$ cat src/logic/coh_pkg.sv
package coh_pkg;
    // sizes and counts
    localparam int CPUS           = 4;
    localparam int CPU_ID_W       = 2;
    localparam int BLOCK_WORDS    = 2;
    localparam int BLOCK_OFFSET_W = 3;      // byte offset inside a block
    localparam int L1_SETS        = 4;
    localparam int L1_INDEX_W     = 2;
    localparam int L1_TAG_W       = 32 - BLOCK_OFFSET_W - L1_INDEX_W;
    localparam int L2_BLOCKS      = 64;
    localparam int L2_INDEX_W     = 6;
    localparam int L2_LATENCY     = 3;      // request start to L2_ACCESS
    localparam int L2_CNT_W       = 2;

    typedef logic [31:0] word_t;
    typedef word_t [BLOCK_WORDS-1:0] block_t;
    typedef logic [CPU_ID_W-1:0] cpu_id_t;
    typedef logic [L1_INDEX_W-1:0] l1_idx_t;
    typedef logic [L1_TAG_W-1:0] l1_tag_t;
    typedef logic [L2_INDEX_W-1:0] l2_idx_t;
    typedef logic [L2_CNT_W-1:0] l2_cnt_t;
    typedef logic [BLOCK_OFFSET_W-1:0] blk_off_t;

    localparam word_t BLOCK_MASK = ~word_t'((1 << BLOCK_OFFSET_W) - 1);
    localparam l2_cnt_t L2_LAST  = l2_cnt_t'(L2_LATENCY - 1);

    typedef enum logic [3:0] {
        IDLE, GRANT_R, GRANT_RX, GRANT_EVICT, GRANT_INV,
        SNOOP_R, SNOOP_RX, SNOOP_INV, TRANSFER_R, TRANSFER_RX,
        READ_L2, WRITEBACK_MS, WRITEBACK, BUS_TO_CACHE, INVALIDATE
    } bus_state_t;

    typedef enum logic [1:0] {L2_FREE, L2_BUSY, L2_ACCESS} l2_state_t;
    typedef enum logic [1:0] {M, E, S, I} mesi_t;
    typedef enum logic {OP_READ, OP_WRITE} cpu_op_e;

    // private cache controller
    typedef enum logic [2:0] {
        AG_IDLE, AG_LOOKUP, AG_EVICT, AG_FETCH, AG_UPGRADE, AG_DONE
    } agent_state_t;

    typedef struct packed {
        logic    valid;
        cpu_op_e op;
        word_t   addr;
        word_t   wdata;
    } cpu_req_t;

    typedef struct packed {
        logic  done;
        word_t rdata;
    } cpu_rsp_t;

    typedef struct packed {
        logic   dREN;
        logic   dWEN;
        logic   ccwrite;
        word_t  daddr;
        block_t dstore;
        logic   ccsnoopdone;
        logic   ccsnoophit;      // line in M or E
        logic   ccIsPresent;
        logic   ccdirty;
    } bus_req_t;

    typedef struct packed {
        logic   dwait;
        block_t dload;
        logic   ccexclusive;
        logic   ccwait;
        logic   ccinv;
        word_t  ccsnoopaddr;
    } bus_rsp_t;

    typedef struct packed {
        logic   l2REN;
        logic   l2WEN;
        word_t  l2addr;
        block_t l2store;
    } l2_req_t;

    typedef struct packed {
        l2_state_t l2state;
        block_t    l2load;
    } l2_rsp_t;
endpackage

$ cat src/logic/l1_agent.sv
module l1_agent (
    input  logic              CLK,
    input  logic              nRST,
    input  coh_pkg::cpu_req_t cpu_req,
    output coh_pkg::cpu_rsp_t cpu_rsp,
    input  coh_pkg::bus_rsp_t bus_rsp,
    output coh_pkg::bus_req_t bus_req
);
    coh_pkg::agent_state_t state;
    coh_pkg::cpu_req_t req;                     // request being served
    coh_pkg::l1_tag_t tags [coh_pkg::L1_SETS];
    coh_pkg::mesi_t mesi [coh_pkg::L1_SETS];
    coh_pkg::block_t data [coh_pkg::L1_SETS];
    coh_pkg::word_t rdata;
    coh_pkg::l1_idx_t idx, sidx;
    coh_pkg::l1_tag_t tag, stag;
    logic wsel;
    logic hit, snoop_match, write_hit, upgrade_done, fill;
    coh_pkg::block_t fill_blk;
    logic snoop_q;                              // ccwait seen last cycle
    coh_pkg::mesi_t snp_state;
    coh_pkg::block_t snp_data;

    assign idx  = req.addr[coh_pkg::BLOCK_OFFSET_W +: coh_pkg::L1_INDEX_W];
    assign tag  = req.addr[coh_pkg::BLOCK_OFFSET_W + coh_pkg::L1_INDEX_W +: coh_pkg::L1_TAG_W];
    assign wsel = req.addr[coh_pkg::BLOCK_OFFSET_W-1];
    assign sidx = bus_rsp.ccsnoopaddr[coh_pkg::BLOCK_OFFSET_W +: coh_pkg::L1_INDEX_W];
    assign stag = bus_rsp.ccsnoopaddr[coh_pkg::BLOCK_OFFSET_W + coh_pkg::L1_INDEX_W +:
                                      coh_pkg::L1_TAG_W];

    assign hit          = mesi[idx] != coh_pkg::I && tags[idx] == tag;
    assign snoop_match  = mesi[sidx] != coh_pkg::I && tags[sidx] == stag;
    assign write_hit    = state == coh_pkg::AG_LOOKUP && !bus_rsp.ccwait && hit &&
                          req.op == coh_pkg::OP_WRITE && mesi[idx] != coh_pkg::S;
    assign upgrade_done = state == coh_pkg::AG_UPGRADE && !bus_rsp.dwait;
    assign fill         = state == coh_pkg::AG_FETCH && !bus_rsp.dwait;

    always_comb begin
        fill_blk = bus_rsp.dload;
        if (req.op == coh_pkg::OP_WRITE)
            fill_blk[wsel] = req.wdata;     // merge the store word
    end

    always_ff @(posedge CLK, negedge nRST) begin
        if (!nRST) begin
            state   <= coh_pkg::AG_IDLE;
            snoop_q <= 1'b0;
            for (int i = 0; i < coh_pkg::L1_SETS; i++)
                mesi[i] <= coh_pkg::I;
        end else begin
            snoop_q <= bus_rsp.ccwait;
            case (state)
                coh_pkg::AG_IDLE: if (cpu_req.valid) state <= coh_pkg::AG_LOOKUP;
                coh_pkg::AG_LOOKUP: begin
                    if (!bus_rsp.ccwait) begin  // hold off while a snoop owns the lines
                        if (hit && (req.op == coh_pkg::OP_READ || mesi[idx] != coh_pkg::S)) begin
                            if (req.op == coh_pkg::OP_WRITE)
                                mesi[idx] <= coh_pkg::M;
                            state <= coh_pkg::AG_DONE;
                        end else if (hit)
                            state <= coh_pkg::AG_UPGRADE;
                        else if (mesi[idx] == coh_pkg::M)
                            state <= coh_pkg::AG_EVICT;
                        else
                            state <= coh_pkg::AG_FETCH;
                    end
                end
                coh_pkg::AG_EVICT: begin
                    if (!bus_rsp.dwait) begin
                        mesi[idx] <= coh_pkg::I;
                        state     <= coh_pkg::AG_FETCH;
                    end else if (mesi[idx] != coh_pkg::M)
                        state <= coh_pkg::AG_FETCH;     // a snoop took the victim
                end
                coh_pkg::AG_FETCH: begin
                    if (!bus_rsp.dwait) begin
                        if (req.op == coh_pkg::OP_WRITE)
                            mesi[idx] <= coh_pkg::M;
                        else
                            mesi[idx] <= bus_rsp.ccexclusive ? coh_pkg::E : coh_pkg::S;
                        state <= coh_pkg::AG_DONE;
                    end
                end
                coh_pkg::AG_UPGRADE: begin
                    if (!bus_rsp.dwait) begin
                        mesi[idx] <= coh_pkg::M;
                        state     <= coh_pkg::AG_DONE;
                    end else if (mesi[idx] == coh_pkg::I)
                        state <= coh_pkg::AG_FETCH;     // lost the line, read it for ownership
                end
                default: state <= coh_pkg::AG_IDLE;
            endcase
            // first snoop cycle: invalidate or demote to shared
            if (bus_rsp.ccwait && !snoop_q && snoop_match)
                mesi[sidx] <= bus_rsp.ccinv ? coh_pkg::I : coh_pkg::S;
        end
    end

    always_ff @(posedge CLK) begin
        if (state == coh_pkg::AG_IDLE && cpu_req.valid)
            req <= cpu_req;
        if (fill) begin
            tags[idx] <= tag;
            data[idx] <= fill_blk;
            rdata     <= bus_rsp.dload[wsel];
        end else if (write_hit || upgrade_done)
            data[idx][wsel] <= req.wdata;
        else if (state == coh_pkg::AG_LOOKUP)
            rdata <= data[idx][wsel];
        if (bus_rsp.ccwait && !snoop_q) begin
            snp_state <= snoop_match ? mesi[sidx] : coh_pkg::I;
            snp_data  <= data[sidx];
        end
    end

    always_comb begin
        bus_req.dREN        = state == coh_pkg::AG_FETCH;
        bus_req.dWEN        = state == coh_pkg::AG_EVICT;
        bus_req.ccwrite     = state == coh_pkg::AG_UPGRADE ||
                              (state == coh_pkg::AG_FETCH && req.op == coh_pkg::OP_WRITE);
        bus_req.daddr       = (state == coh_pkg::AG_EVICT) ?
                              {tags[idx], idx, coh_pkg::blk_off_t'(0)} :
                              req.addr & coh_pkg::BLOCK_MASK;
        bus_req.dstore      = snoop_q ? snp_data : data[idx];
        bus_req.ccsnoopdone = snoop_q && bus_rsp.ccwait;
        bus_req.ccsnoophit  = bus_req.ccsnoopdone &&
                              (snp_state == coh_pkg::M || snp_state == coh_pkg::E);
        bus_req.ccIsPresent = bus_req.ccsnoopdone && snp_state != coh_pkg::I;
        bus_req.ccdirty     = bus_req.ccsnoopdone && snp_state == coh_pkg::M;
        cpu_rsp.done        = state == coh_pkg::AG_DONE;
        cpu_rsp.rdata       = rdata;
    end
endmodule

$ cat config.mk
export PLATFORM = sky130hd
export DESIGN_NAME = l1_agent
export DESIGN_NICKNAME = d
export VERILOG_FILES = /design/src/logic/coh_pkg.sv /design/src/logic/l1_agent.sv
export SDC_FILE = /design/constraint.sdc
export NUM_CORES = 1
export LEC_CHECK = 0
export BUFFER_PORTS_ARGS = -buffer_cell sky130_fd_sc_hd__buf_2
export CAP_MARGIN = 30
export CORE_UTILIZATION = 28
export CTS_BUF_LIST = sky130_fd_sc_hd__clkbuf_8
export CTS_CLUSTER_SIZE = 24
export DETAILED_ROUTE_END_ITERATION = 8
export SLEW_MARGIN = 10
export SYNTH_ARGS = -nofsm -noshare
export SYNTH_HDL_FRONTEND = slang
export SYNTH_SLANG_ARGS = --single-unit
export TNS_END_PERCENT = 100
$ cat constraint.sdc
create_clock -name CLK -period 9.4 [get_ports CLK]
set_input_delay 2.35 -clock CLK [delete_from_list [all_inputs] [get_ports CLK]]
set_output_delay 2.35 -clock CLK [all_outputs]
set_load 0.05 [all_outputs]
; Yosys cells after proc, flatten, opt, wreduce, memory -nomap -nowiden
; Memory sizes are Yosys's and may differ from the RTL's. A register that Yosys moved wholly into a read port is not among the register bits.
; Index checks and enable logic that the tools add are counted.
[totals]
regBits = 111
latch_bits = 0
mem_bits_rw = 364
rom_bits = 0
input_bits = 168
output_inout_bits = 136
wordCells = 260
n_memories = 2
[op_classes]
n_addsub = 0
n_mul = 0
div = 0
magnitude_cmp = 6
n_eq_ne = 19
shift = 0
muxes = 118
bitwise_logic = 70
reduce_logical = 34
[memory_table]
columns = memory, words, word_bits, read_ports, rd_clocked_by_memory_dff, write_ports, line
row1 = data, 4, 64, 2, 2, 1, l1_agent.sv:13  ; coh_pkg::block_t data [coh_pkg::L1_SETS];
row2 = tags, 4, 27, 2, 1, 1, l1_agent.sv:11  ; coh_pkg::l1_tag_t tags [coh_pkg::L1_SETS];
[op_table]
columns = op, n
row1 = $mux 32, 9
row2 = $mux 64, 3
row3 = $mux 1, 70
row4 = $bwmux 64, 1
row5 = $mux 8, 8
row6 = $or 1x1->1, 64
row7 = $eq 27x27->1, 2
row8 = $demux 32 s1, 1
row9 = $pmux 8 s4, 1
row10 = $mux 3, 9
row11 = $logic_and 1x1->1, 20
row12 = $mux 2, 9
row13 = $bwmux 8, 2
row14 = $ne 2x2->1 const B, 8
row15 = $pmux 3 s5, 1
row16 = $and 8x8->8, 1
row17 = $bmux 2 s2, 2
row18 = $demux 2 s2, 2
row19 = $not 8->8, 1
row20 = $or 8x8->8, 1
row21 = $eq 3x2->1 const B, 2
row22 = $eq 3x3->1 const B, 2
row23 = $ge 3x3->1 const B, 2
row24 = $lt 3x1->1 const B, 2
row25 = 16 further kinds, 24

; Longest topological paths before layout
[logic_depth]
depth_word = 14
mapped_depth = 10
ltp_nobuf = 7

; Worst setup path before layout
; Ideal clock, no wire load.
[synth_timing]
kind = input -> register
from = in cpu_req[65] (netlist bit)
to = reg with a tool-made name
arrival_time_ns = 7.530
t_required_ns = 9.320
setup_slack_ns = 1.790
path_stages = 3
cell_sequence = nand2b_1 > nor3_1 > mux2_2
[synth_rtl]
columns = item, line
row1 = "start, declared", l1_agent.sv:4  ; input coh_pkg::cpu_req_t cpu_req,

==> load_flow_metrics.sql <==
INSERT INTO impl_metrics (metric_group, metric, value, unit) VALUES
('worst_setup_path', 'worst_ep_arrival_time', '3600', 'ps'),
('worst_setup_path', 'crit_type', 'register to output pin', ''),
('floorplan', 'io-pin-count', '304', ''),
('sta', 'post-route-worst-setup-slack', '3450', 'ps'),
('routing', 'detail-route-antenna-nets', '0', ''),
('clocking', 'cts.repair_timing.setup_buffer_count', '0', ''),
('floorplan', 'die_outline_area', '90200', 'um^2'),
('grt', 'antenna_found_initial', '8', ''),
('synth', 'yosys.area_share.simple', '2.47', '%'),
('routing', 'top_layer', 'met5', ''),
('worst_setup_path', 'end_kind', 'output pin', ''),
('routing', 'detailroute.via_count', '14000', ''),
('synth', 'synth-seq-area-share', '64.7', '%'),
('clocking', 'cts_tree', 'yes', ''),
('place', 'dpl.hpwl', '43100', 'um'),
('synth', 'synthesis.instances', '1261', ''),
('synth', 'postSynth.topFlopCell', 'edfxtp_1', ''),
('floorplan', 'die_h', '300', 'um'),
('grt', 'grt_pass1_vias', '15300', ''),
('power', 'cellPowerDensity', '255', 'nW/um^2'),
('flow_run', 'max_cap_viol_count', '0', ''),
('finish', 'post-route-cell-area', '29700', 'um^2'),
('worst_setup_path', 'crit_path_max_incr_delay', '690', 'ps'),
('synth', 'post_synthesis_compound_gate_area_fraction', '2.01', '%'),
('clocking', 'clockBufferDepth', '3', ''),
('worst_setup_path', 'crit_path_top_delay_cell', 'dfrtp_1', ''),
('routing', 'post_drt_wl_per_cell', '24.2', 'um'),
('sta', 'finalSetupViolCount', '0', ''),
('finish', 'areaGrowthSynthToFinish', '19.2', '%'),
('place', 'place_congestion', '0.788', ''),
('synth', 'adder_and_majority_cell_fraction_of_the_synthesized_area', '0', '%'),
('sta', 'grt_setup_unrepaired', 'false', ''),
('worst_hold_path', 'hold_path_end', 'tags[1][15]', ''),
('power', 'finalPower', '7580', 'uW'),
('floorplan', 'fp-row-count', '109', ''),
('sta', 'post-route-period-util', '63.3', '%'),
('clocking', 'post_cts_resized', '0', ''),
('sta', 'layout_min_cycle_time', '5950', 'ps'),
('sta', 'final.setup_skew', '48.9', 'ps'),
('clocking', 'htree_levels', '3', ''),
('synth', 'synthesis.area', '24900', 'um^2'),
('worst_setup_path', 'setup.reg_to_reg.worst_slack', '4260', 'ps'),
('routing', 'drc_errors', '0', ''),
('place', 'detailedPlace.worstSlack', '3360', 'ps'),
('worst_hold_path', 'worst_hold_path.num_cells', '0', ''),
('sta', 'max_slew.worst_pin.slew', '1020', 'ps'),
('synth', 'synth_top_family_by_area', 'multiplexers', ''),
('clocking', 'cts-buffers-inserted', '97', ''),
('sta', 'timing.final.max_slew_violations', '0', ''),
('place', 'port_buffers', '295', ''),
('clocking', 'clock_insertion_delay_worst_skew', '720', 'ps'),
('worst_setup_path', 'critical_path_required', '7050', 'ps'),
('status', 'outcome', 'finished clean', ''),
('power', 'max-vdd-ir-drop', '0.000161', 'V'),
('synth', 'mean_instance_size_in_the_synthesized_netlist', '19.8', 'um^2'),
('grt', 'pin_count_of_the_biggest_net_entering_global_routing', '55', ''),
('sta', 'timing.slew.headroom', '31.8', '%'),
('sta', 'hold_violations', '0', ''),
('sta', 'fmaxAchievable', '168', 'MHz'),
('worst_setup_path', 'path_cells', 'nor2b_1 > nand2b_1 > inv_2 > mux2_2 > buf_2', ''),
('grt', 'grt_use_total', '15.4', '%'),
('clocking', 'clkTransAtPathRegs', '60', 'ps'),
('synth', 'yosys_register_bits', '539', ''),
('synth', 'synth-xor-area-share', '1.97', '%'),
('grt', 'grt-ovfl-total', '0', ''),
('worst_setup_path', 'ff2ff_path_depth', '9', ''),
('routing', 'detail_route.first_pass.iterations', '5', ''),
('floorplan', 'die_extent_in_x', '300', 'um'),
('synth', 'post_synth_mux_area_share', '27.2', '%'),
('finish', 'final_nets', '1774', ''),
('worst_setup_path', 'worst_reg2reg_path_endpoint', 'data[3][37]', '');
-- report_power, final --
part           leakage, uW  switching, uW  internal (uW)  total, uW
logic              0.00405           1530            793       2320
clock network      0.00102           1010           1030       2040
registers          0.00493            194           3030       3220
-- synthesized netlist by cell type (all sizes together) (3+ instances only) --
library cell / count / share of area [%]
a21oi: 11 / 0.22
a221oi: 4 / 0.14
a31oi: 3 / 0.075
buf: 41 / 0.86
clkbuf: 43 / 0.65
dfrtp: 4 / 0.40
dfstp: 8 / 0.84
edfxtp: 525 / 63
inv: 7 / 0.11
mux2: 161 / 7.3
mux2i: 22 / 0.88
mux4: 211 / 19
nand2: 26 / 0.39
nand2b: 12 / 0.30
nand3: 10 / 0.22
nand4: 14 / 0.35
nor2: 16 / 0.24
nor2b: 8 / 0.20
nor3: 4 / 0.080
nor3b: 4 / 0.16
o21ai: 25 / 0.50
o21bai: 3 / 0.090
o31ai: 5 / 0.21
or2: 7 / 0.18
or3: 3 / 0.075
xnor2: 46 / 1.6
xor2: 10 / 0.35
-- routing by layer --
metal,vias to the layer above,track usage (%)
li1,6007,-
met1,7370,19.6
met2,467,25.9
met3,111,3.37
met4,12,4.73
met5,-,0
-- critical path, delay by kind of cell, from the launching register on --
| family | cells | cell delay, ps |
|---|---|---|
| buffers and inverters | 2 | 870 |
| DFF | 1 | 690 |
| muxes | 1 | 450 |
| and+or+nand+nor | 2 | 890 |
-- layout make-up --
class | count | area, um^2
well taps | 1165 | 1460
fillers | 8432 | 58600
inverters | 8 | 30.0
flip-flops and latches | 539 | 16100
multi-input cells | 632 | 8520
clock buffers | 97 | 1340
clock inverters | 80 | 428
repair buffers | 328 | 1790
-- per-stage QoR --
| stage | utilization, % | instances | hold WS (ps) |
|---|---|---|---|
| 2_1_floorplan | - | 1263 | 517 |
| 3_3_place_gp | 31.6 | 2669 | 540 |
| 3_5_place_dp | 31.6 | 2670 | 552 |
| 4_1_cts | 33.6 | 2847 | 565 |
| 5_1_grt | 33.6 | 2849 | 593 |
| 6_report | 33.6 | 2849 | 565 |
-- layout by cell type (no fill, tap or decap), drive strengths merged, types with 3 or more instances in the layout --
cell and instances:
xnor2 46, mux4 211, o21bai 3, inv 41, buf 328, dfrtp 4, nor3b 4, a21oi 11
nor3 4, clkbuf 97, edfxtp 525, o31ai 5, nand3 10, a221oi 4, nor2b 8, conb 3
or3 3, nor2 16, o21ai 25, dfstp 8, mux2i 22, mux2 161, nand2b 12, clkinv 44
xor2 10, nand4 14, a31oi 3, or2 7, nand2 26
-- state kept, by name (all words and copies together), names as in the netlist, named ones only --
register   count
state          3
mesi           8
rdata         32
snp_data      64
req           61
tags         108
data         256
idx            2
snoop_q        1
snp_state      2
-- cell families after synthesis --
| group | count (synthesis) |
|---|---|
| AOI/OAI and AO/OA | 69 |
| xor gates and xnor gates | 56 |
| buffers and inverters | 92 |
| DFF | 539 |
| muxes | 394 |
| other | 1 |
| and+or+nand+nor | 110 |
-- how the worst max path moves through the flow --
stage,startpoint,to,slack (ps)
2_1_floorplan,cpu_req[65],register,1790
3_3_place_gp,bus_rsp[3],mesi[6],3320
3_5_place_dp,bus_rsp[3],mesi[6],3360
4_1_cts,register,bus_req[67],3380
5_1_grt,state[1],bus_req[74],3220
6_report,state[1],bus_req[74],3450
(Power assumes the default switching activity.)
