**config.mk**
```make
export PLATFORM = sky130hd
export DESIGN_NAME = bus_ctrl
export DESIGN_NICKNAME = d
export VERILOG_FILES = /design/src/logic/coh_pkg.sv /design/src/logic/bus_ctrl.sv
export SDC_FILE = /design/constraint.sdc
export NUM_CORES = 1
export LEC_CHECK = 0
export BUFFER_PORTS_ARGS = -buffer_cell sky130_fd_sc_hd__buf_2
export CAP_MARGIN = 15
export CORE_AREA = 2 2 381 383
export DETAILED_ROUTE_END_ITERATION = 8
export DIE_AREA = 0 0 383 385
export GPL_TIMING_DRIVEN = 0
export PLACE_DENSITY_LB_ADDON = 0.3
export SKIP_CTS_REPAIR_TIMING = 1
export SLEW_MARGIN = 20
export SYNTH_ARGS = -nofsm -noshare
export SYNTH_HDL_FRONTEND = slang
export SYNTH_SLANG_ARGS = --single-unit
```
**constraint.sdc**
```tcl
create_clock -name CLK -period 4.3 [get_ports CLK]
set_clock_uncertainty 0.05 [all_clocks]
set_input_delay 0.645 -clock CLK [delete_from_list [all_inputs] [get_ports CLK]]
set_output_delay 0.645 -clock CLK [all_outputs]
set_load 0.01 [all_outputs]
```
**src/logic/coh_pkg.sv**
```systemverilog
package coh_pkg;
    // sizes and counts
    localparam int CPUS           = 4;
    localparam int CPU_ID_W       = 2;
    localparam int BLOCK_WORDS    = 2;
    localparam int BLOCK_OFFSET_W = 3;      // byte offset inside a block
    localparam int L1_SETS        = 4;
    localparam int L1_INDEX_W     = 2;
    localparam int L1_TAG_W       = 32 - BLOCK_OFFSET_W - L1_INDEX_W;
    localparam int L2_BLOCKS      = 64;
    localparam int L2_INDEX_W     = 6;
    localparam int L2_LATENCY     = 3;      // request start to L2_ACCESS
    localparam int L2_CNT_W       = 2;

    typedef logic [31:0] word_t;
    typedef word_t [BLOCK_WORDS-1:0] block_t;
    typedef logic [CPU_ID_W-1:0] cpu_id_t;
    typedef logic [L1_INDEX_W-1:0] l1_idx_t;
    typedef logic [L1_TAG_W-1:0] l1_tag_t;
    typedef logic [L2_INDEX_W-1:0] l2_idx_t;
    typedef logic [L2_CNT_W-1:0] l2_cnt_t;
    typedef logic [BLOCK_OFFSET_W-1:0] blk_off_t;

    localparam word_t BLOCK_MASK = ~word_t'((1 << BLOCK_OFFSET_W) - 1);
    localparam l2_cnt_t L2_LAST  = l2_cnt_t'(L2_LATENCY - 1);

    typedef enum logic [3:0] {
        IDLE, GRANT_R, GRANT_RX, GRANT_EVICT, GRANT_INV,
        SNOOP_R, SNOOP_RX, SNOOP_INV, TRANSFER_R, TRANSFER_RX,
        READ_L2, WRITEBACK_MS, WRITEBACK, BUS_TO_CACHE, INVALIDATE
    } bus_state_t;

    typedef enum logic [1:0] {L2_FREE, L2_BUSY, L2_ACCESS} l2_state_t;
    typedef enum logic [1:0] {M, E, S, I} mesi_t;
    typedef enum logic {OP_READ, OP_WRITE} cpu_op_e;

    // private cache controller
    typedef enum logic [2:0] {
        AG_IDLE, AG_LOOKUP, AG_EVICT, AG_FETCH, AG_UPGRADE, AG_DONE
    } agent_state_t;

    typedef struct packed {
        logic    valid;
        cpu_op_e op;
        word_t   addr;
        word_t   wdata;
    } cpu_req_t;

    typedef struct packed {
        logic  done;
        word_t rdata;
    } cpu_rsp_t;

    typedef struct packed {
        logic   dREN;
        logic   dWEN;
        logic   ccwrite;
        word_t  daddr;
        block_t dstore;
        logic   ccsnoopdone;
        logic   ccsnoophit;      // line in M or E
        logic   ccIsPresent;
        logic   ccdirty;
    } bus_req_t;

    typedef struct packed {
        logic   dwait;
        block_t dload;
        logic   ccexclusive;
        logic   ccwait;
        logic   ccinv;
        word_t  ccsnoopaddr;
    } bus_rsp_t;

    typedef struct packed {
        logic   l2REN;
        logic   l2WEN;
        word_t  l2addr;
        block_t l2store;
    } l2_req_t;

    typedef struct packed {
        l2_state_t l2state;
        block_t    l2load;
    } l2_rsp_t;
endpackage

```
**src/logic/bus_ctrl.sv**
```systemverilog
module bus_ctrl (
    input  logic              CLK,
    input  logic              nRST,
    input  coh_pkg::bus_req_t bus_req [coh_pkg::CPUS],
    output coh_pkg::bus_rsp_t bus_rsp [coh_pkg::CPUS],
    input  coh_pkg::l2_rsp_t  l2_rsp,
    output coh_pkg::l2_req_t  l2_req
);
    coh_pkg::bus_state_t state, nstate;
    coh_pkg::cpu_id_t requester, nrequester;
    coh_pkg::cpu_id_t supplier, nsupplier;
    logic excl_q, nexcl;            // fill goes to E, no other copy seen
    logic evict_q;                  // current writeback is an eviction
    coh_pkg::word_t snoop_addr, nsnoop_addr;
    coh_pkg::block_t dload_q, ndload;
    coh_pkg::word_t l2_addr, nl2_addr;
    coh_pkg::block_t l2_store, nl2_store;
    logic [coh_pkg::CPUS-1:0] dren, dwen, ccwr, rdx;
    logic [coh_pkg::CPUS-1:0] snoopdone, snoophit, present, dirty;
    logic [coh_pkg::CPUS-1:0] dwait, ccwait, ccinv, ccexcl;
    logic l2_ren, l2_wen, l2_access;

    // lowest set bit wins
    function automatic coh_pkg::cpu_id_t prio_enc(input logic [coh_pkg::CPUS-1:0] vec);
        prio_enc = '0;
        for (int i = coh_pkg::CPUS - 1; i >= 0; i--) begin
            if (vec[i])
                prio_enc = coh_pkg::cpu_id_t'(i);
        end
    endfunction

    function automatic logic [coh_pkg::CPUS-1:0] others(input coh_pkg::cpu_id_t id);
        others = '1;
        others[id] = 1'b0;
    endfunction

    // every non-requester has answered
    function automatic logic snoop_done(input coh_pkg::cpu_id_t id,
                                        input logic [coh_pkg::CPUS-1:0] done);
        snoop_done = &(done | ~others(id));
    endfunction

    always_comb begin
        for (int i = 0; i < coh_pkg::CPUS; i++) begin
            dren[i]      = bus_req[i].dREN;
            dwen[i]      = bus_req[i].dWEN;
            ccwr[i]      = bus_req[i].ccwrite;
            snoopdone[i] = bus_req[i].ccsnoopdone;
            snoophit[i]  = bus_req[i].ccsnoophit;
            present[i]   = bus_req[i].ccIsPresent;
            dirty[i]     = bus_req[i].ccdirty;
        end
    end

    assign rdx       = dren & ccwr;
    assign l2_access = l2_rsp.l2state == coh_pkg::L2_ACCESS;

    always_ff @(posedge CLK, negedge nRST) begin
        if (!nRST) begin
            state     <= coh_pkg::IDLE;
            requester <= '0;
            supplier  <= '0;
            excl_q    <= 1'b0;
            evict_q   <= 1'b0;
        end else begin
            state     <= nstate;
            requester <= nrequester;
            supplier  <= nsupplier;
            excl_q    <= nexcl;
            if (state == coh_pkg::IDLE)
                evict_q <= 1'b0;
            else if (state == coh_pkg::GRANT_EVICT)
                evict_q <= 1'b1;
        end
    end

    always_ff @(posedge CLK) begin
        snoop_addr <= nsnoop_addr;
        dload_q    <= ndload;
        l2_addr    <= nl2_addr;
        l2_store   <= nl2_store;
    end

    always_comb begin
        nstate = state;
        case (state)
            coh_pkg::IDLE: begin
                if (|dwen)
                    nstate = coh_pkg::GRANT_EVICT;
                else if (|rdx)
                    nstate = coh_pkg::GRANT_RX;
                else if (|dren)
                    nstate = coh_pkg::GRANT_R;
                else if (|ccwr)
                    nstate = coh_pkg::GRANT_INV;
            end
            coh_pkg::GRANT_R:     nstate = coh_pkg::SNOOP_R;
            coh_pkg::GRANT_RX:    nstate = coh_pkg::SNOOP_RX;
            coh_pkg::GRANT_EVICT: nstate = coh_pkg::WRITEBACK;
            coh_pkg::GRANT_INV:   nstate = coh_pkg::SNOOP_INV;
            coh_pkg::SNOOP_R: begin
                if (snoop_done(requester, snoopdone))
                    nstate = |snoophit ? coh_pkg::TRANSFER_R : coh_pkg::READ_L2;
            end
            coh_pkg::SNOOP_RX: begin
                if (snoop_done(requester, snoopdone))
                    nstate = |snoophit ? coh_pkg::TRANSFER_RX : coh_pkg::READ_L2;
            end
            coh_pkg::SNOOP_INV: begin
                if (snoop_done(requester, snoopdone))
                    nstate = coh_pkg::INVALIDATE;
            end
            coh_pkg::TRANSFER_R:
                nstate = dirty[supplier] ? coh_pkg::WRITEBACK_MS : coh_pkg::BUS_TO_CACHE;
            coh_pkg::TRANSFER_RX: nstate = coh_pkg::BUS_TO_CACHE;
            coh_pkg::READ_L2:     if (l2_access) nstate = coh_pkg::BUS_TO_CACHE;
            coh_pkg::WRITEBACK_MS:
                nstate = l2_access ? coh_pkg::IDLE : coh_pkg::WRITEBACK;
            coh_pkg::WRITEBACK:   if (l2_access) nstate = coh_pkg::IDLE;
            default:              nstate = coh_pkg::IDLE;   // BUS_TO_CACHE, INVALIDATE
        endcase
    end

    always_comb begin
        nrequester  = requester;
        nsupplier   = supplier;
        nexcl       = excl_q;
        nsnoop_addr = snoop_addr;
        ndload      = dload_q;
        nl2_addr    = l2_addr;
        nl2_store   = l2_store;
        dwait       = '1;
        ccwait      = '0;
        ccinv       = '0;
        ccexcl      = '0;
        l2_ren      = 1'b0;
        l2_wen      = 1'b0;
        case (state)
            coh_pkg::IDLE: begin    // pick the requester by class
                if (|dwen)
                    nrequester = prio_enc(dwen);
                else if (|rdx)
                    nrequester = prio_enc(rdx);
                else if (|dren)
                    nrequester = prio_enc(dren);
                else if (|ccwr)
                    nrequester = prio_enc(ccwr);
            end
            coh_pkg::GRANT_R, coh_pkg::GRANT_RX, coh_pkg::GRANT_INV:
                nsnoop_addr = bus_req[requester].daddr & coh_pkg::BLOCK_MASK;
            coh_pkg::GRANT_EVICT: begin
                nl2_store = bus_req[requester].dstore;
                nl2_addr  = bus_req[requester].daddr & coh_pkg::BLOCK_MASK;
            end
            coh_pkg::SNOOP_R, coh_pkg::SNOOP_RX: begin
                nexcl     = !(|present);
                ccwait    = others(requester);
                ccinv     = (state == coh_pkg::SNOOP_RX) ? others(requester) : '0;
                nsupplier = prio_enc(snoophit);
                nl2_addr  = bus_req[requester].daddr & coh_pkg::BLOCK_MASK;
            end
            coh_pkg::SNOOP_INV: begin
                ccwait = others(requester);
                ccinv  = others(requester);
            end
            coh_pkg::TRANSFER_R: begin  // dirty data also heads for L2
                ccwait    = others(requester);
                ndload    = bus_req[supplier].dstore;
                nl2_store = bus_req[supplier].dstore;
            end
            coh_pkg::TRANSFER_RX: begin
                ccwait = others(requester);
                ndload = bus_req[supplier].dstore;
            end
            coh_pkg::READ_L2: begin
                l2_ren = 1'b1;
                ndload = l2_rsp.l2load;
            end
            coh_pkg::BUS_TO_CACHE: begin
                dwait[requester]  = 1'b0;
                ccexcl[requester] = excl_q;
            end
            coh_pkg::WRITEBACK_MS: begin    // requester released, L2 write continues
                l2_wen            = 1'b1;
                dwait[requester]  = 1'b0;
                ccexcl[requester] = excl_q;
            end
            coh_pkg::WRITEBACK: begin
                l2_wen = 1'b1;
                if (evict_q && l2_access)
                    dwait[requester] = 1'b0;
            end
            coh_pkg::INVALIDATE: dwait[requester] = 1'b0;
            default: ;
        endcase
    end

    always_comb begin
        for (int i = 0; i < coh_pkg::CPUS; i++) begin
            bus_rsp[i].dwait       = dwait[i];
            bus_rsp[i].dload       = dload_q;
            bus_rsp[i].ccexclusive = ccexcl[i];
            bus_rsp[i].ccwait      = ccwait[i];
            bus_rsp[i].ccinv       = ccinv[i];
            bus_rsp[i].ccsnoopaddr = (requester == coh_pkg::cpu_id_t'(i)) ? '0 : snoop_addr;
        end
        l2_req.l2REN   = l2_ren;
        l2_req.l2WEN   = l2_wen;
        l2_req.l2addr  = l2_addr;
        l2_req.l2store = l2_store;
    end
endmodule

```
After elaboration in Yosys (flattened, before gate mapping)
Index checks and enable logic that the tools add are counted.
{"block": "totals", "register_bits": 196, "word_cells": 137, "input_bits": 480, "output_inout_bits": 498}
{"block": "op_classes", "magnitude_cmp": 5, "mux": 64, "reduce_logical": 26, "eq_ne": 24, "n_bitwise": 7}
{"cell": "$bmux W103 S2", "count": 2}
{"cell": "$pmux W64 S2", "count": 2}
{"cell": "$mux W100", "count": 2}
{"cell": "$mux W68", "count": 2}
{"cell": "$mux W32", "count": 4}
{"cell": "$mux W4", "count": 14}
{"cell": "$mux W2", "count": 26}
{"cell": "$pmux W4 S13", "count": 1}
{"cell": "$eq A4 B4 Y1 const B", "count": 7}
{"cell": "$reduce_or A4 Y1", "count": 6}
{"cell": "$eq A4 B3 Y1 const B", "count": 4}
{"cell": "$pmux W4 S2", "count": 2}
{"cell": "$ne A2 B2 Y1 const B", "count": 5}
{"cell": "$reduce_or A3 Y1", "count": 3}
{"cell": "$and A4 B4 Y4", "count": 2}
{"cell": "$eq A4 B2 Y1 const B", "count": 2}
{"cell": "$not A4 Y4", "count": 2}
{"cell": "$reduce_or A2 Y1", "count": 4}
{"cell": "$eq A2 B2 Y1 const B", "count": 3}
{"cell": "$ge A3 B3 Y1 const B", "count": 2}
{"cell": "$lt A2 B3 Y1 const B", "count": 2}
{"cell": "$mux W1", "count": 6}
{"cell": "$not A2 Y3", "count": 2}
{"cell": "$reduce_and A6 Y1", "count": 1}
{"cell": "other kinds (17)", "count": 20}

Depth between registers and ports, before layout
{"block": "logic_depth", "ltp_word": 10, "ltp_mapped": 7, "mapped_depth_nobuf": 5}

Worst setup path after synthesis
OpenSTA, ideal clock, no wires.
{"block": "synth_timing", "path_kind": "flip-flop to flip-flop", "from": "reg state[0]", "to": "reg dload_q (netlist bit bus_rsp[35]), enable pin", "setup_slack_ns": -0.227, "setup_ns": 0.507, "period_less_slack_ns": 4.527, "t_required_ns": 3.743, "path_buffers": 2, "t_arrival_ns": 3.970, "stages_incl_launch_ff": 4, "path_cell_list": "dfrtp_1 -> buf_1 -> clkbuf_1 -> a21oi_1"}
{"block": "synth_via", "elab_chain_len": 3, "elab_cells_between_ends": 5, "cone_classes": "eq/ne (3); reduce/logical (2)"}
{"element": "start, declared", "line_no": "bus_ctrl.sv:9", "source": "coh_pkg::bus_state_t state, nstate;"}
{"element": "start signal, assigned", "line_no": "bus_ctrl.sv:60", "source": "state <= coh_pkg::IDLE;"}
{"element": "start signal, assigned", "line_no": "bus_ctrl.sv:66", "source": "state <= nstate;"}
{"element": "$eq A4 B4 Y1", "line_no": "bus_ctrl.sv:138", "source": "case (state)"}
{"element": "$reduce_or A2 Y1 (no line)"}
{"element": "$reduce_bool A2 Y1 (no line) *"}
{"element": "end signal, assigned", "line_no": "bus_ctrl.sv:79", "source": "dload_q <= ndload;"}
{"element": "end, declared", "line_no": "bus_ctrl.sv:15", "source": "coh_pkg::block_t dload_q, ndload;"}
Every way passes the cells marked *; elsewhere a longest branch is shown, timed or not.
A chain may end at the register's enable or synchronous reset.

==> flow_metrics.py <==
metrics = {
    "status": {
        "status": "finished clean",
    },
    "global_routing": {
        "grt.met3_usage": 0.0359,
        "use_met2": 0.235,
        "grt_overflow": 0,
        "antenna_found_initial": 55,
        "grt_pass1_wl_um": 123000,
        "met1_usage": 0.147,
        "grt_pass1_vias": 12736,
        "grt_max_degree": 22,
        "grt-busiest-layer": "met2",
        "grt_usage": 0.128,
    },
    "synth": {
        "yosys.area_share.simple": 0.0769,
        "yosysWarnings": 0,
        "ys.flop_type": "edfxtp_1",
        "synth-seq-cells": 196,
        "yosys.area.top_type": "edfxtp_1",
        "synthMuxAreaShare": 0.353,
        "synthXorXnorAreaFrac": 0.00184,
        "synth_edf_count": 186,
        "synth.avg_cell_area_um2": 14.0,
        "netlist_area_um2": 14300,
        "yosysTopAreaCellShare": 0.391,
        "ys_top_cells_by_area": "edfxtp_1 39%, mux4_2 25%, buf_4 11%, mux2_2 10%, and2_1 3.9%",
        "synth_fa_ha_area_frac": 0,
        "postSynth.asyncResetShare": 0.0510,
        "yosysSeqAreaShare": 0.409,
        "synth_top_family_by_area": "multiplexers",
        "synth.distinct_cells": 50,
        "syn_inst": 1022,
        "synth_compound_area_frac": 0.0255,
    },
    "sta": {
        "slew_violations": 0,
        "worst_slew_pin_slew_ns": 1.06,
        "setup_viol": 0,
        "finalCritPeriodShare": 0.881,
        "rsz0062_at_grt": "no",
        "period_needed_ns": 3.79,
        "max_freq_ghz": 0.264,
        "hold_viol": 0,
        "relSlewSlack": 0.292,
    },
    "power": {
        "p_total_mw": 15.8,
        "powerDensity_nw_per_um2": 705,
        "ir_worst_vdd_mv": 0.245,
        "p_int_mw": 8.44,
        "pwr-share-seq": 0.261,
        "power_frac_comb": 0.625,
        "switching_share": 0.465,
        "p_leak_nw": 9.27,
        "switchingPower_mw": 7.33,
        "clkPwrFrac": 0.115,
    },
    "placed_design": {
        "post-dp-hpwl_um": 86400,
        "port_buffers": 950,
        "gp_congestion": 0.830,
    },
    "die": {
        "die_width_um": 383,
        "start_util": 0.0998,
        "dieArea_um2": 147000,
        "std_cell_rows": 139,
        "io_pins": 978,
        "die_y_um": 385,
        "fp.coreArea_um2": 143000,
    },
    "worst_setup_path": {
        "crit_cells": 7,
        "crit_fanout": 10,
        "crit_chain": "buf_2 > buf_2 > buf_2 > nand2_1 > clkbuf_1 > and2_1 > buf_2",
        "crit_type": "flip-flop to output port",
        "r2r_cells": 4,
        "cp_top_family": "buffers and inverters",
        "slowest_delay_ns": 0.46,
        "cp.required_ns": 3.61,
        "critPathLaunchType": "flip-flop",
        "cp_common_cell": "buf_2",
        "end_kind": "output port",
        "arrival_ns": 3.09,
        "crit_buf_inv": 5,
        "critPathSlowestCell": "buf_2",
    },
    "route": {
        "wl_per_cell_um": 25.0,
        "vias_per_cell": 3.31,
        "dr_total_vias": 13062,
        "initialDrtViolationCount": 729,
        "routed_wl_um": 98700,
        "drc_errors": 0,
        "ant_nets": 0,
        "firstDrtPassIters": 5,
    },
    "layout": {
        "postLayoutCoreUtil": 0.156,
        "final_cell_mix": "982 x buf_2, 211 x buf_4, 186 x edfxtp_1",
        "drive_gt1_frac": 0.756,
        "fillers": 16143,
        "area_growth_pct": 56.7,
        "layout_commonest_cell": "buf_2",
        "fin_nets": 2495,
    },
    "min_path": {
        "whs_path_depth": 2,
        "worstHoldPathType": "primary input to flip-flop",
    },
    "clocking": {
        "root_buffer": "clkbuf_16",
        "cts_sinks": 196,
        "cts_tree": "yes",
        "htree_levels": 4,
        "ctsLongestPathBuffers": 2,
        "insertion_delay_ns": 0.52,
        "numCtsBuffers": 17,
        "clk_pin_slew_ns": 0.09,
    },
    "job": {
        "max_cap_viol_count": 0,
    },
}
## cells in the mapped netlist, types with 7 or more instances
cell type  number
buf_4         211
edfxtp_1      186
mux4_2        158
mux2_2        130
and2_1         88
buf_2          34
nor2b_1        34
clkbuf_1       33
nor2_1         26
a21oi_1        18
nand2_1        14
dfrtp_1        10
nand2b_1        7
## logic make-up (layout without fill, tap and decap cells)
kind of cell,count (synthesis),after routing
xor gates and xnor gates,3,3
other,1,31
AOI/OAI and AO/OA,54,54
DFF,196,196
and+or+nand+nor,191,191
muxes,290,290
buffers and inverters,287,1279
## stage by stage
stage               std cells  cell area [um^2]  setup TNS, ns  hold WS [ns]  worst slack, ns
detailed placement       3900             21800              0         0.467            0.204
global route             3936             22400              0         0.258            0.109
global placement         3889             21500        -410.97         0.463            -3.62
CTS                      3932             22300          -7.88        -0.135           -0.414
finish                   3947             22400              0         0.313            0.514
floorplan                1036             14300              0         0.299            0.151
## worst paths after layout
check,start,slack [ns],to
min reg2reg,excl_q,0.48,excl_q
max reg2reg,supplier[0],1.08,l2_req[50]
min in group asynchronous,nRST,0.49,state[1]
max in group asynchronous,nRST,3.50,excl_q
max,requester[0],0.51,bus_rsp[25]
min,bus_req[311],0.31,supplier[0]
## cell type report
class,instances,area [um^2],area share
tap,1903,2380,0.106
clock buffer,18,429,0.0192
timing repair buffer,962,4990,0.223
sequential,196,5840,0.261
inverter,6,22.5,0.00101
clock inverter,14,160,0.00715
multi-input combinational,553,6640,0.296
buffer,279,1890,0.0843
antenna,16,40.0,0.00179
## power groups by stage
stage	clock [mW]	combinational [mW]	sequential, mW
final	1.81	9.85	4.11
after CTS	1.94	10.2	4.17
after global routing	1.97	10.6	4.23
after floorplan	0	5.17	3.90
after global placement	0	9.87	4.28
after detailed placement	0	10.2	4.21
## layer usage
layer | share of wire | wire length, um
met2 | 0.53 | 52000
met5 | 0.0015 | 151
met1 | 0.39 | 38200
met3 | 0.070 | 6950
met4 | 0.015 | 1460
## flip-flops by register name, summed over array words and instances (netlist names), 2 cells and up
| register | cells |
|---|---|
| bus_rsp | 64 |
| l2_req | 64 |
| supplier | 2 |
| l2_addr | 29 |
| state | 4 |
| snoop_addr | 29 |
| requester | 2 |
(Power assumes the default switching activity.)
